### src/frame_defines.svh
`ifndef FRAME_DEFINES_SVH
`define FRAME_DEFINES_SVH

// ------------------------------
// frame geometry
// ------------------------------

// pixels per frame, kept small for short runs
`define FRAME_PIXELS 16

// pixel width, two bytes on the line
`define PIX_W 16

// ------------------------------
// pixel fifo
// ------------------------------

`define FIFO_DEPTH 8 // entries, power of two
`define FIFO_AW 3 // log2 of depth

// ------------------------------
// serial line
// ------------------------------

// SYS_CLK cycles per serial bit
`define CLK_DIV 8

`endif

### src/frame_pkg.sv
package frame_pkg;

	// frame type byte, as the host debug tool decodes it
	typedef enum logic [7:0] {
		MODE_IMAGE = 8'h01, // camera image
		MODE_CCD   = 8'h02, // linear ccd
		MODE_WAVE  = 8'h03 // waveform
	} frame_mode_e;

	// frame_ctrl sections
	typedef enum logic [1:0] {
		ST_IDLE, ST_HEAD, ST_PIXEL, ST_TAIL
	} ctrl_state_e;

	// uart_tx bit phases
	typedef enum logic [1:0] {
		TX_IDLE, TX_START, TX_DATA, TX_STOP
	} tx_state_e;

endpackage

### src/pixel_fifo.sv
`timescale 1ns/100ps
`include "frame_defines.svh"

module pixel_fifo (
	input  logic               SYS_CLK,
	input  logic               RST_N,
	// write side, pixel source
	input  logic               pix_valid,
	input  logic [`PIX_W-1:0]  pix_data,
	output logic               pix_ready,
	// read side, frame control
	output logic               rd_valid,
	output logic [`PIX_W-1:0]  rd_data,
	input  logic               rd_ready
);

	// count needs one extra bit to tell full from empty
	localparam logic [`FIFO_AW:0] DEPTH = `FIFO_DEPTH;

	logic [`PIX_W-1:0]  mem [`FIFO_DEPTH]; // storage array
	logic [`FIFO_AW-1:0] wr_ptr; // next free slot
	logic [`FIFO_AW-1:0] rd_ptr; // oldest entry
	logic [`FIFO_AW:0]   count; // occupancy
	logic                push;
	logic                pop;

	// ------------------------------
	// handshakes
	// ------------------------------
	assign pix_ready = (count != DEPTH); // room left
	assign rd_valid  = (count != '0); // something stored
	assign rd_data   = mem[rd_ptr]; // head shows without a pop

	assign push = pix_valid & pix_ready;
	assign pop  = rd_valid & rd_ready;

	// ------------------------------
	// pointers and count
	// ------------------------------
	always_ff @(posedge SYS_CLK or negedge RST_N) begin
		if (!RST_N) begin
			wr_ptr <= '0;
			rd_ptr <= '0;
			count  <= '0;
		end else begin
			if (push) begin
				wr_ptr <= wr_ptr + 1'b1; // wraps, depth is 2**aw
			end
			if (pop) begin
				rd_ptr <= rd_ptr + 1'b1;
			end
			case ({push, pop})
				2'b10:   count <= count + 1'b1;
				2'b01:   count <= count - 1'b1;
				default: count <= count; // both or none
			endcase
		end
	end

	// data array
	always_ff @(posedge SYS_CLK) begin
		if (push) begin
			mem[wr_ptr] <= pix_data;
		end
	end

endmodule

### src/uart_tx.sv
`timescale 1ns/100ps
`include "frame_defines.svh"

module uart_tx (
	input  logic       SYS_CLK,
	input  logic       RST_N,
	// byte input
	input  logic       tx_valid,
	input  logic [7:0] tx_data,
	output logic       tx_ready,
	// serial line, 8N1
	output logic       uart_txd
);

	localparam int BAUD_W = $clog2(`CLK_DIV);
	localparam logic [BAUD_W-1:0] BAUD_LAST = BAUD_W'(`CLK_DIV - 1);

	frame_pkg::tx_state_e state;
	logic [BAUD_W-1:0] baud_cnt; // cycles within one bit
	logic [2:0]        bit_idx; // data bit on the line
	logic [7:0]        shift_reg; // remaining data bits, lsb out first
	logic              bit_end; // last cycle of current bit

	assign tx_ready = (state == frame_pkg::TX_IDLE); // free only when idle
	assign bit_end  = (baud_cnt == BAUD_LAST);

	// ------------------------------
	// bit sequencer
	// ------------------------------
	always_ff @(posedge SYS_CLK or negedge RST_N) begin
		if (!RST_N) begin
			state    <= frame_pkg::TX_IDLE;
			baud_cnt <= '0;
			bit_idx  <= '0;
			uart_txd <= 1'b1; // line idles high
		end else begin
			case (state)
				frame_pkg::TX_IDLE: begin
					uart_txd <= 1'b1;
					baud_cnt <= '0;
					if (tx_valid) begin // byte accepted
						state    <= frame_pkg::TX_START;
						uart_txd <= 1'b0; // start bit
					end
				end
				frame_pkg::TX_START: begin
					if (bit_end) begin
						baud_cnt <= '0;
						bit_idx  <= '0;
						uart_txd <= shift_reg[0]; // bit 0 first
						state    <= frame_pkg::TX_DATA;
					end else begin
						baud_cnt <= baud_cnt + 1'b1;
					end
				end
				frame_pkg::TX_DATA: begin
					if (bit_end) begin
						baud_cnt <= '0;
						if (bit_idx == 3'd7) begin
							uart_txd <= 1'b1; // stop bit
							state    <= frame_pkg::TX_STOP;
						end else begin
							bit_idx  <= bit_idx + 1'b1;
							uart_txd <= shift_reg[1]; // next bit
						end
					end else begin
						baud_cnt <= baud_cnt + 1'b1;
					end
				end
				frame_pkg::TX_STOP: begin
					if (bit_end) begin
						baud_cnt <= '0;
						state    <= frame_pkg::TX_IDLE; // ready after 10 bits
					end else begin
						baud_cnt <= baud_cnt + 1'b1;
					end
				end
				default: state <= frame_pkg::TX_IDLE;
			endcase
		end
	end

	// shift register, bit 0 always holds the bit on the line
	always_ff @(posedge SYS_CLK) begin
		if (tx_ready && tx_valid) begin
			shift_reg <= tx_data;
		end else if (state == frame_pkg::TX_DATA && bit_end) begin
			shift_reg <= shift_reg >> 1;
		end
	end

endmodule

### src/frame_ctrl.sv
`timescale 1ns/100ps
`include "frame_defines.svh"

module frame_ctrl (
	input  logic                   SYS_CLK,
	input  logic                   RST_N,
	input  frame_pkg::frame_mode_e mode, // sampled at frame start
	// fifo read side
	input  logic                   rd_valid,
	input  logic [`PIX_W-1:0]      rd_data,
	output logic                   rd_ready,
	// transmitter byte port
	output logic                   tx_valid,
	output logic [7:0]             tx_data,
	input  logic                   tx_ready,
	output logic                   frame_active
);

	localparam int CNT_W = $clog2(`FRAME_PIXELS);
	localparam logic [CNT_W-1:0] PIX_LAST = CNT_W'(`FRAME_PIXELS - 1);

	// byte steps in header and trailer
	localparam logic [1:0] SEC_FIRST  = 2'd0;
	localparam logic [1:0] SEC_SECOND = 2'd1;
	// steps per pixel
	localparam logic [1:0] PX_POP   = 2'd0; // wait for data, request pop
	localparam logic [1:0] PX_LATCH = 2'd1; // pop edge, capture pixel
	localparam logic [1:0] PX_LO    = 2'd2; // low byte offered
	localparam logic [1:0] PX_HI    = 2'd3; // high byte offered

	frame_pkg::ctrl_state_e state;
	frame_pkg::frame_mode_e mode_q; // frame type held for whole frame
	logic [1:0]             step;
	logic [CNT_W-1:0]       pix_cnt; // pixel index within frame
	logic [`PIX_W-1:0]      pix_q; // current pixel, fifo may refill
	logic                   tx_fire;
	logic                   pop;

	assign tx_fire = tx_valid & tx_ready; // byte taken this edge
	assign pop     = rd_valid & rd_ready;

	// ------------------------------
	// byte select
	// ------------------------------
	always_comb begin
		case (state)
			frame_pkg::ST_HEAD:  tx_data = (step == SEC_FIRST) ? mode_q : ~mode_q;
			frame_pkg::ST_PIXEL: tx_data = (step == PX_HI) ? pix_q[`PIX_W-1:8] : pix_q[7:0];
			frame_pkg::ST_TAIL:  tx_data = (step == SEC_FIRST) ? ~mode_q : mode_q;
			default:             tx_data = 8'hff; // idle filler, never offered
		endcase
	end

	// ------------------------------
	// frame sequencer
	// ------------------------------
	always_ff @(posedge SYS_CLK or negedge RST_N) begin
		if (!RST_N) begin
			state        <= frame_pkg::ST_IDLE;
			step         <= SEC_FIRST;
			pix_cnt      <= '0;
			tx_valid     <= 1'b0;
			rd_ready     <= 1'b0;
			frame_active <= 1'b0;
		end else begin
			case (state)
				frame_pkg::ST_IDLE: begin
					if (rd_valid) begin // pending pixel opens a frame
						frame_active <= 1'b1;
						tx_valid     <= 1'b1; // mode byte right away
						step         <= SEC_FIRST;
						state        <= frame_pkg::ST_HEAD;
					end
				end
				frame_pkg::ST_HEAD: begin
					if (tx_fire) begin
						if (step == SEC_FIRST) begin
							step <= SEC_SECOND; // complement next
						end else begin
							tx_valid <= 1'b0;
							pix_cnt  <= '0;
							step     <= PX_POP;
							state    <= frame_pkg::ST_PIXEL;
						end
					end
				end
				frame_pkg::ST_PIXEL: begin
					case (step)
						PX_POP: begin
							if (rd_valid) begin // stalls here if source runs dry
								rd_ready <= 1'b1;
								step     <= PX_LATCH;
							end
						end
						PX_LATCH: begin
							if (pop) begin
								rd_ready <= 1'b0; // single cycle pulse
								tx_valid <= 1'b1;
								step     <= PX_LO;
							end
						end
						PX_LO: begin
							if (tx_fire) begin
								step <= PX_HI;
							end
						end
						default: begin // PX_HI
							if (tx_fire) begin
								if (pix_cnt == PIX_LAST) begin
									step  <= SEC_FIRST; // trailer follows directly
									state <= frame_pkg::ST_TAIL;
								end else begin
									tx_valid <= 1'b0;
									pix_cnt  <= pix_cnt + 1'b1;
									step     <= PX_POP;
								end
							end
						end
					endcase
				end
				frame_pkg::ST_TAIL: begin
					if (tx_fire) begin
						if (step == SEC_FIRST) begin
							step <= SEC_SECOND;
						end else begin
							tx_valid     <= 1'b0;
							frame_active <= 1'b0; // last byte taken
							step         <= SEC_FIRST;
							state        <= frame_pkg::ST_IDLE;
						end
					end
				end
				default: state <= frame_pkg::ST_IDLE;
			endcase
		end
	end

	// payload capture
	always_ff @(posedge SYS_CLK) begin
		if (state == frame_pkg::ST_IDLE && rd_valid) begin
			mode_q <= mode; // later mode changes wait for next frame
		end
		if (state == frame_pkg::ST_PIXEL && step == PX_LATCH && pop) begin
			pix_q <= rd_data;
		end
	end

endmodule

### src/frame_uart_top.sv
`timescale 1ns/100ps
`include "frame_defines.svh"

module frame_uart_top (
	input  logic                   SYS_CLK,
	input  logic                   RST_N,
	// pixel stream in
	input  logic                   pix_valid,
	input  logic [`PIX_W-1:0]      pix_data,
	output logic                   pix_ready,
	input  frame_pkg::frame_mode_e mode,
	// host side
	output logic                   uart_txd,
	output logic                   frame_active
);

	// ------------------------------
	// fifo to control
	// ------------------------------
	logic              rd_valid;
	logic              rd_ready;
	logic [`PIX_W-1:0] rd_data;

	// control to transmitter
	logic              tx_valid;
	logic              tx_ready;
	logic [7:0]        tx_data;

	pixel_fifo i_fifo (
		.SYS_CLK   (SYS_CLK),
		.RST_N     (RST_N),
		.pix_valid (pix_valid),
		.pix_data  (pix_data),
		.pix_ready (pix_ready),
		.rd_valid  (rd_valid),
		.rd_data   (rd_data),
		.rd_ready  (rd_ready)
	);

	frame_ctrl i_ctrl (
		.SYS_CLK      (SYS_CLK),
		.RST_N        (RST_N),
		.mode         (mode),
		.rd_valid     (rd_valid),
		.rd_data      (rd_data),
		.rd_ready     (rd_ready),
		.tx_valid     (tx_valid),
		.tx_data      (tx_data),
		.tx_ready     (tx_ready),
		.frame_active (frame_active)
	);

	uart_tx i_tx (
		.SYS_CLK  (SYS_CLK),
		.RST_N    (RST_N),
		.tx_valid (tx_valid),
		.tx_data  (tx_data),
		.tx_ready (tx_ready),
		.uart_txd (uart_txd) // idles high
	);

endmodule

### config.mk
export PLATFORM = sky130hd
export DESIGN_NAME = frame_uart_top
export DESIGN_NICKNAME = d
export VERILOG_FILES = /design/src/frame_pkg.sv /design/src/pixel_fifo.sv /design/src/uart_tx.sv /design/src/frame_ctrl.sv /design/src/frame_uart_top.sv
export VERILOG_INCLUDE_DIRS = /design/src
export SDC_FILE = /design/constraint.sdc
export NUM_CORES = 1
export LEC_CHECK = 0
export BUFFER_PORTS_ARGS = -buffer_cell sky130_fd_sc_hd__buf_2
export CAP_MARGIN = 30
export CORE_UTILIZATION = 40
export DETAILED_ROUTE_END_ITERATION = 12
export PLACE_DENSITY_LB_ADDON = 0.25
export SLEW_MARGIN = 0
export SYNTH_ARGS = -nofsm -noshare
export SYNTH_HDL_FRONTEND = slang
export SYNTH_HIERARCHICAL = 1
export SYNTH_SLANG_ARGS = --single-unit
### constraint.sdc
create_clock -name SYS_CLK -period 3.4 [get_ports SYS_CLK]
set_input_delay 0.68 -clock SYS_CLK [delete_from_list [all_inputs] [get_ports SYS_CLK]]
set_output_delay 0.68 -clock SYS_CLK [all_outputs]
set_load 0.03 [all_outputs]
==> results.cfg <==
[run_status]
status = finished, final reports clean

[timing]
period_needed_ns = 3.118
rsz0062_at_grt = no
fin_worst_skew_ns = 0.01315
period_share_pct = 91.72
maxSlewHeadroom_pct = 40.77
worst_slack_ns = 0.2816
finalHoldViolations = 0
fmax_mhz = 320.7
setup_viol_count_final = 0
whs_ns = 0.3233
slew_violations = 0
fin_setup_tns_ns = 0
worst_slew_pin_slew_ns = 0.8884

[critical_path]
rr_endpoint = i_fifo/count[3]
cp_max_fo = 9
startpoint = i_fifo/count[0]
ff2ff_path_depth = 7
r2r_start = i_fifo/count[0]
cpPeakStageDelay_ns = 0.68
critPathCaptureType = flip-flop
path_common_cell = ha_1
path_cells = or4b_1, nand2_4, ha_1, ha_1, or4b_2, o311ai_0, o211ai_1
reg2reg_slack_ns = 0.28
cp_top_family = simple AND/OR/NAND/NOR gates
crit_type = reg2reg
cp.arrival_ns = 3.41
critPathBufInv = 0
cp-start-kind = flip-flop
cpMaxStageDelayCell = or4b_2
cp.required_ns = 3.69

[final_layout]
post-route-util_pct = 46.18
final_layout_size_suffix_gt1_share_pct = 24.72
fillers = 1745
largestRegisters = i_fifo/mem: 128 flops, i_ctrl/pix_q: 16 flops
multiInputGateArea_sq_mm = 0.002605
regArea_sq_mm = 0.005557
regMostFlops = i_fifo/mem
area_growth_pct = 12.76
largest_reg_flops = 128
final_nets = 569

[yosys]
synth.distinct_cells = 58
syn-num-nets = 531
postSynthCellCount = 479
synth_seq_area_share_pct = 66.84
synthArstFlopShare_pct = 15.79
synth_flop_cell = edfxtp_1
synth_edf_count = 160
synth_seq_cells = 190
yosysTopAreaCell = edfxtp_1
yosysWarnings = 6
syn_area_sq_mm = 0.008313
avgSynthCellArea_sq_um = 17.35
synthTopCellsByCount = 160 x edfxtp_1, 37 x mux2_2, 30 x nand2_1
yosys.cell_count.top_type = edfxtp_1
synth_area_leaders = edfxtp_1 58%, dfrtp_1 8.7%, mux4_1 7.9%, mux2_2 5.0%, ha_1 3.6%
yosys.area.top_type_share_pct = 57.80

[floorplan]
placementRows = 52
fp.dieArea_sq_mm = 0.02136
pin_count = 30
core_sq_mm = 0.02030
die_w_um = 146.2
start_util_pct = 40.95
die_y_um = 146.2

[global_routing]
grt_use_total_pct = 15.10
grt_max_degree = 35
antenna_found_initial = 1
grt_pass1_wl_um = 24290
grt_pass1_vias = 4491
overflow = 0

[clock_network]
cts_buffers = 17
cts-resized-gates = 0
cts_root_buf = clkbuf_16
clock_path_buffers = 2
cts_htree_levels = 4
postCtsSetupRepairBufs = 0
cts_tree = built
path_clk_slew_ns = 0.07
cts_sinks = 190
ctsHoldBuffers = 0
clkLatencyLatePin_ns = 0.43

[routing]
vias_per_cell = 5.341
drt_wl_total_um = 15090
firstDrtPassIters = 4
drtAntennaViolNets = 0
drc_errors = 0
routed-via-count = 4278
wl_per_cell_um = 18.84
drt-initial-drc-count = 282

[pwr]
p_leak_uw = 0.003246
ir_drop_mv = 0.3682
powerDensity_mw_per_mm2 = 571.4

[run]
maxCapViolCount = 0

[place]
hpwl_um = 9552
io_buffers = 29
place_ws_ns = 0.3208
gp_congestion = 0.7949

[worst_hold_path]
hold_class = in2async
-- routing by layer --
| metal | share of wire [%] | wire length [um] | track usage, % |
|---|---|---|---|
| met2 | 52 | 7796 | 25.57 |
| met3 | 4.6 | 694 | 3.906 |
| met1 | 43 | 6473 | 19.04 |
| met5 | 0 | 0 | 0 |
| met4 | 0.85 | 128 | 4.583 |
-- worst reg2reg max path, cell delays in order (launching register included) --
cell and delay (ns):
dfrtp_1 0.45, or4b_1 0.65, nand2_4 0.22, ha_1 0.34, ha_1 0.34, or4b_2 0.68, o311ai_0 0.15, o211ai_1 0.15
-- worst max-delay path by stage --
stage | endpoint | cells after the start
3_5_place_dp | i_fifo/count[3] | 7
2_1_floorplan | i_fifo/mem[0][0] | 4
3_3_place_gp | i_fifo/count[3] | 7
4_1_cts | i_fifo/count[3] | 7
6_report | i_fifo/count[3] | 7
5_1_grt | i_fifo/count[3] | 7
-- per-stage QoR --
| step | instance area, sq um | power (uW) | instances |
|---|---|---|---|
| detailed placement | 8810 | 3522 | 768 |
| global placement | 8765 | 3457 | 765 |
| floorplan | 8313 | 3248 | 479 |
| CTS | 9371 | 5415 | 800 |
| global route | 9371 | 5575 | 800 |
| finish | 9374 | 5356 | 801 |
-- layout make-up --
cell class	instances	share of cell area, %
clock buffer	18	4.578
inverter	16	0.6407
clock inverter	14	1.415
sequential	190	59.28
multi-input combinational	252	27.79
tap	270	3.604
antenna	1	0.02670
timing repair buffer	40	2.670
-- power by group --
group / internal, uW / switching (uW)
registers: 2810 / 112
clock network: 1020 / 872
logic: 212 / 331
-- cell families (layout without fill, tap and decap cells) --
family	after synthesis	count (layout)	share of synthesized area, %
AND/OR/NAND/NOR	84	84	5.388
other	0	1	0
XOR/XNOR	6	6	0.6321
multiplexers	74	74	15.47
flip-flops	190	190	66.84
AO/OA/AOI/OAI	63	63	5.449
buffers and inverters	37	88	2.363
adder cells (fa/ha/maj)	25	25	3.853
-- placed cells by master (no fill, tap or decap), types with 4 or more instances in the layout --
cell type,Yosys,routed
mux2i_1,4,4
mux4_1,25,25
xnor2_1,5,5
a21oi_1,14,14
nand3_1,10,10
mux4_2,7,7
ha_1,24,24
nand2b_1,5,5
clkbuf_16,0,17
nand2_1,30,30
edfxtp_1,160,160
nor2_1,10,10
inv_1,16,16
buf_4,1,8
buf_2,5,29
o211ai_1,10,10
mux2_2,37,37
dfrtp_1,29,29
a22o_1,6,6
nor2b_1,5,5
o21ai_0,16,16
Power figures use the tool's default switching activity.
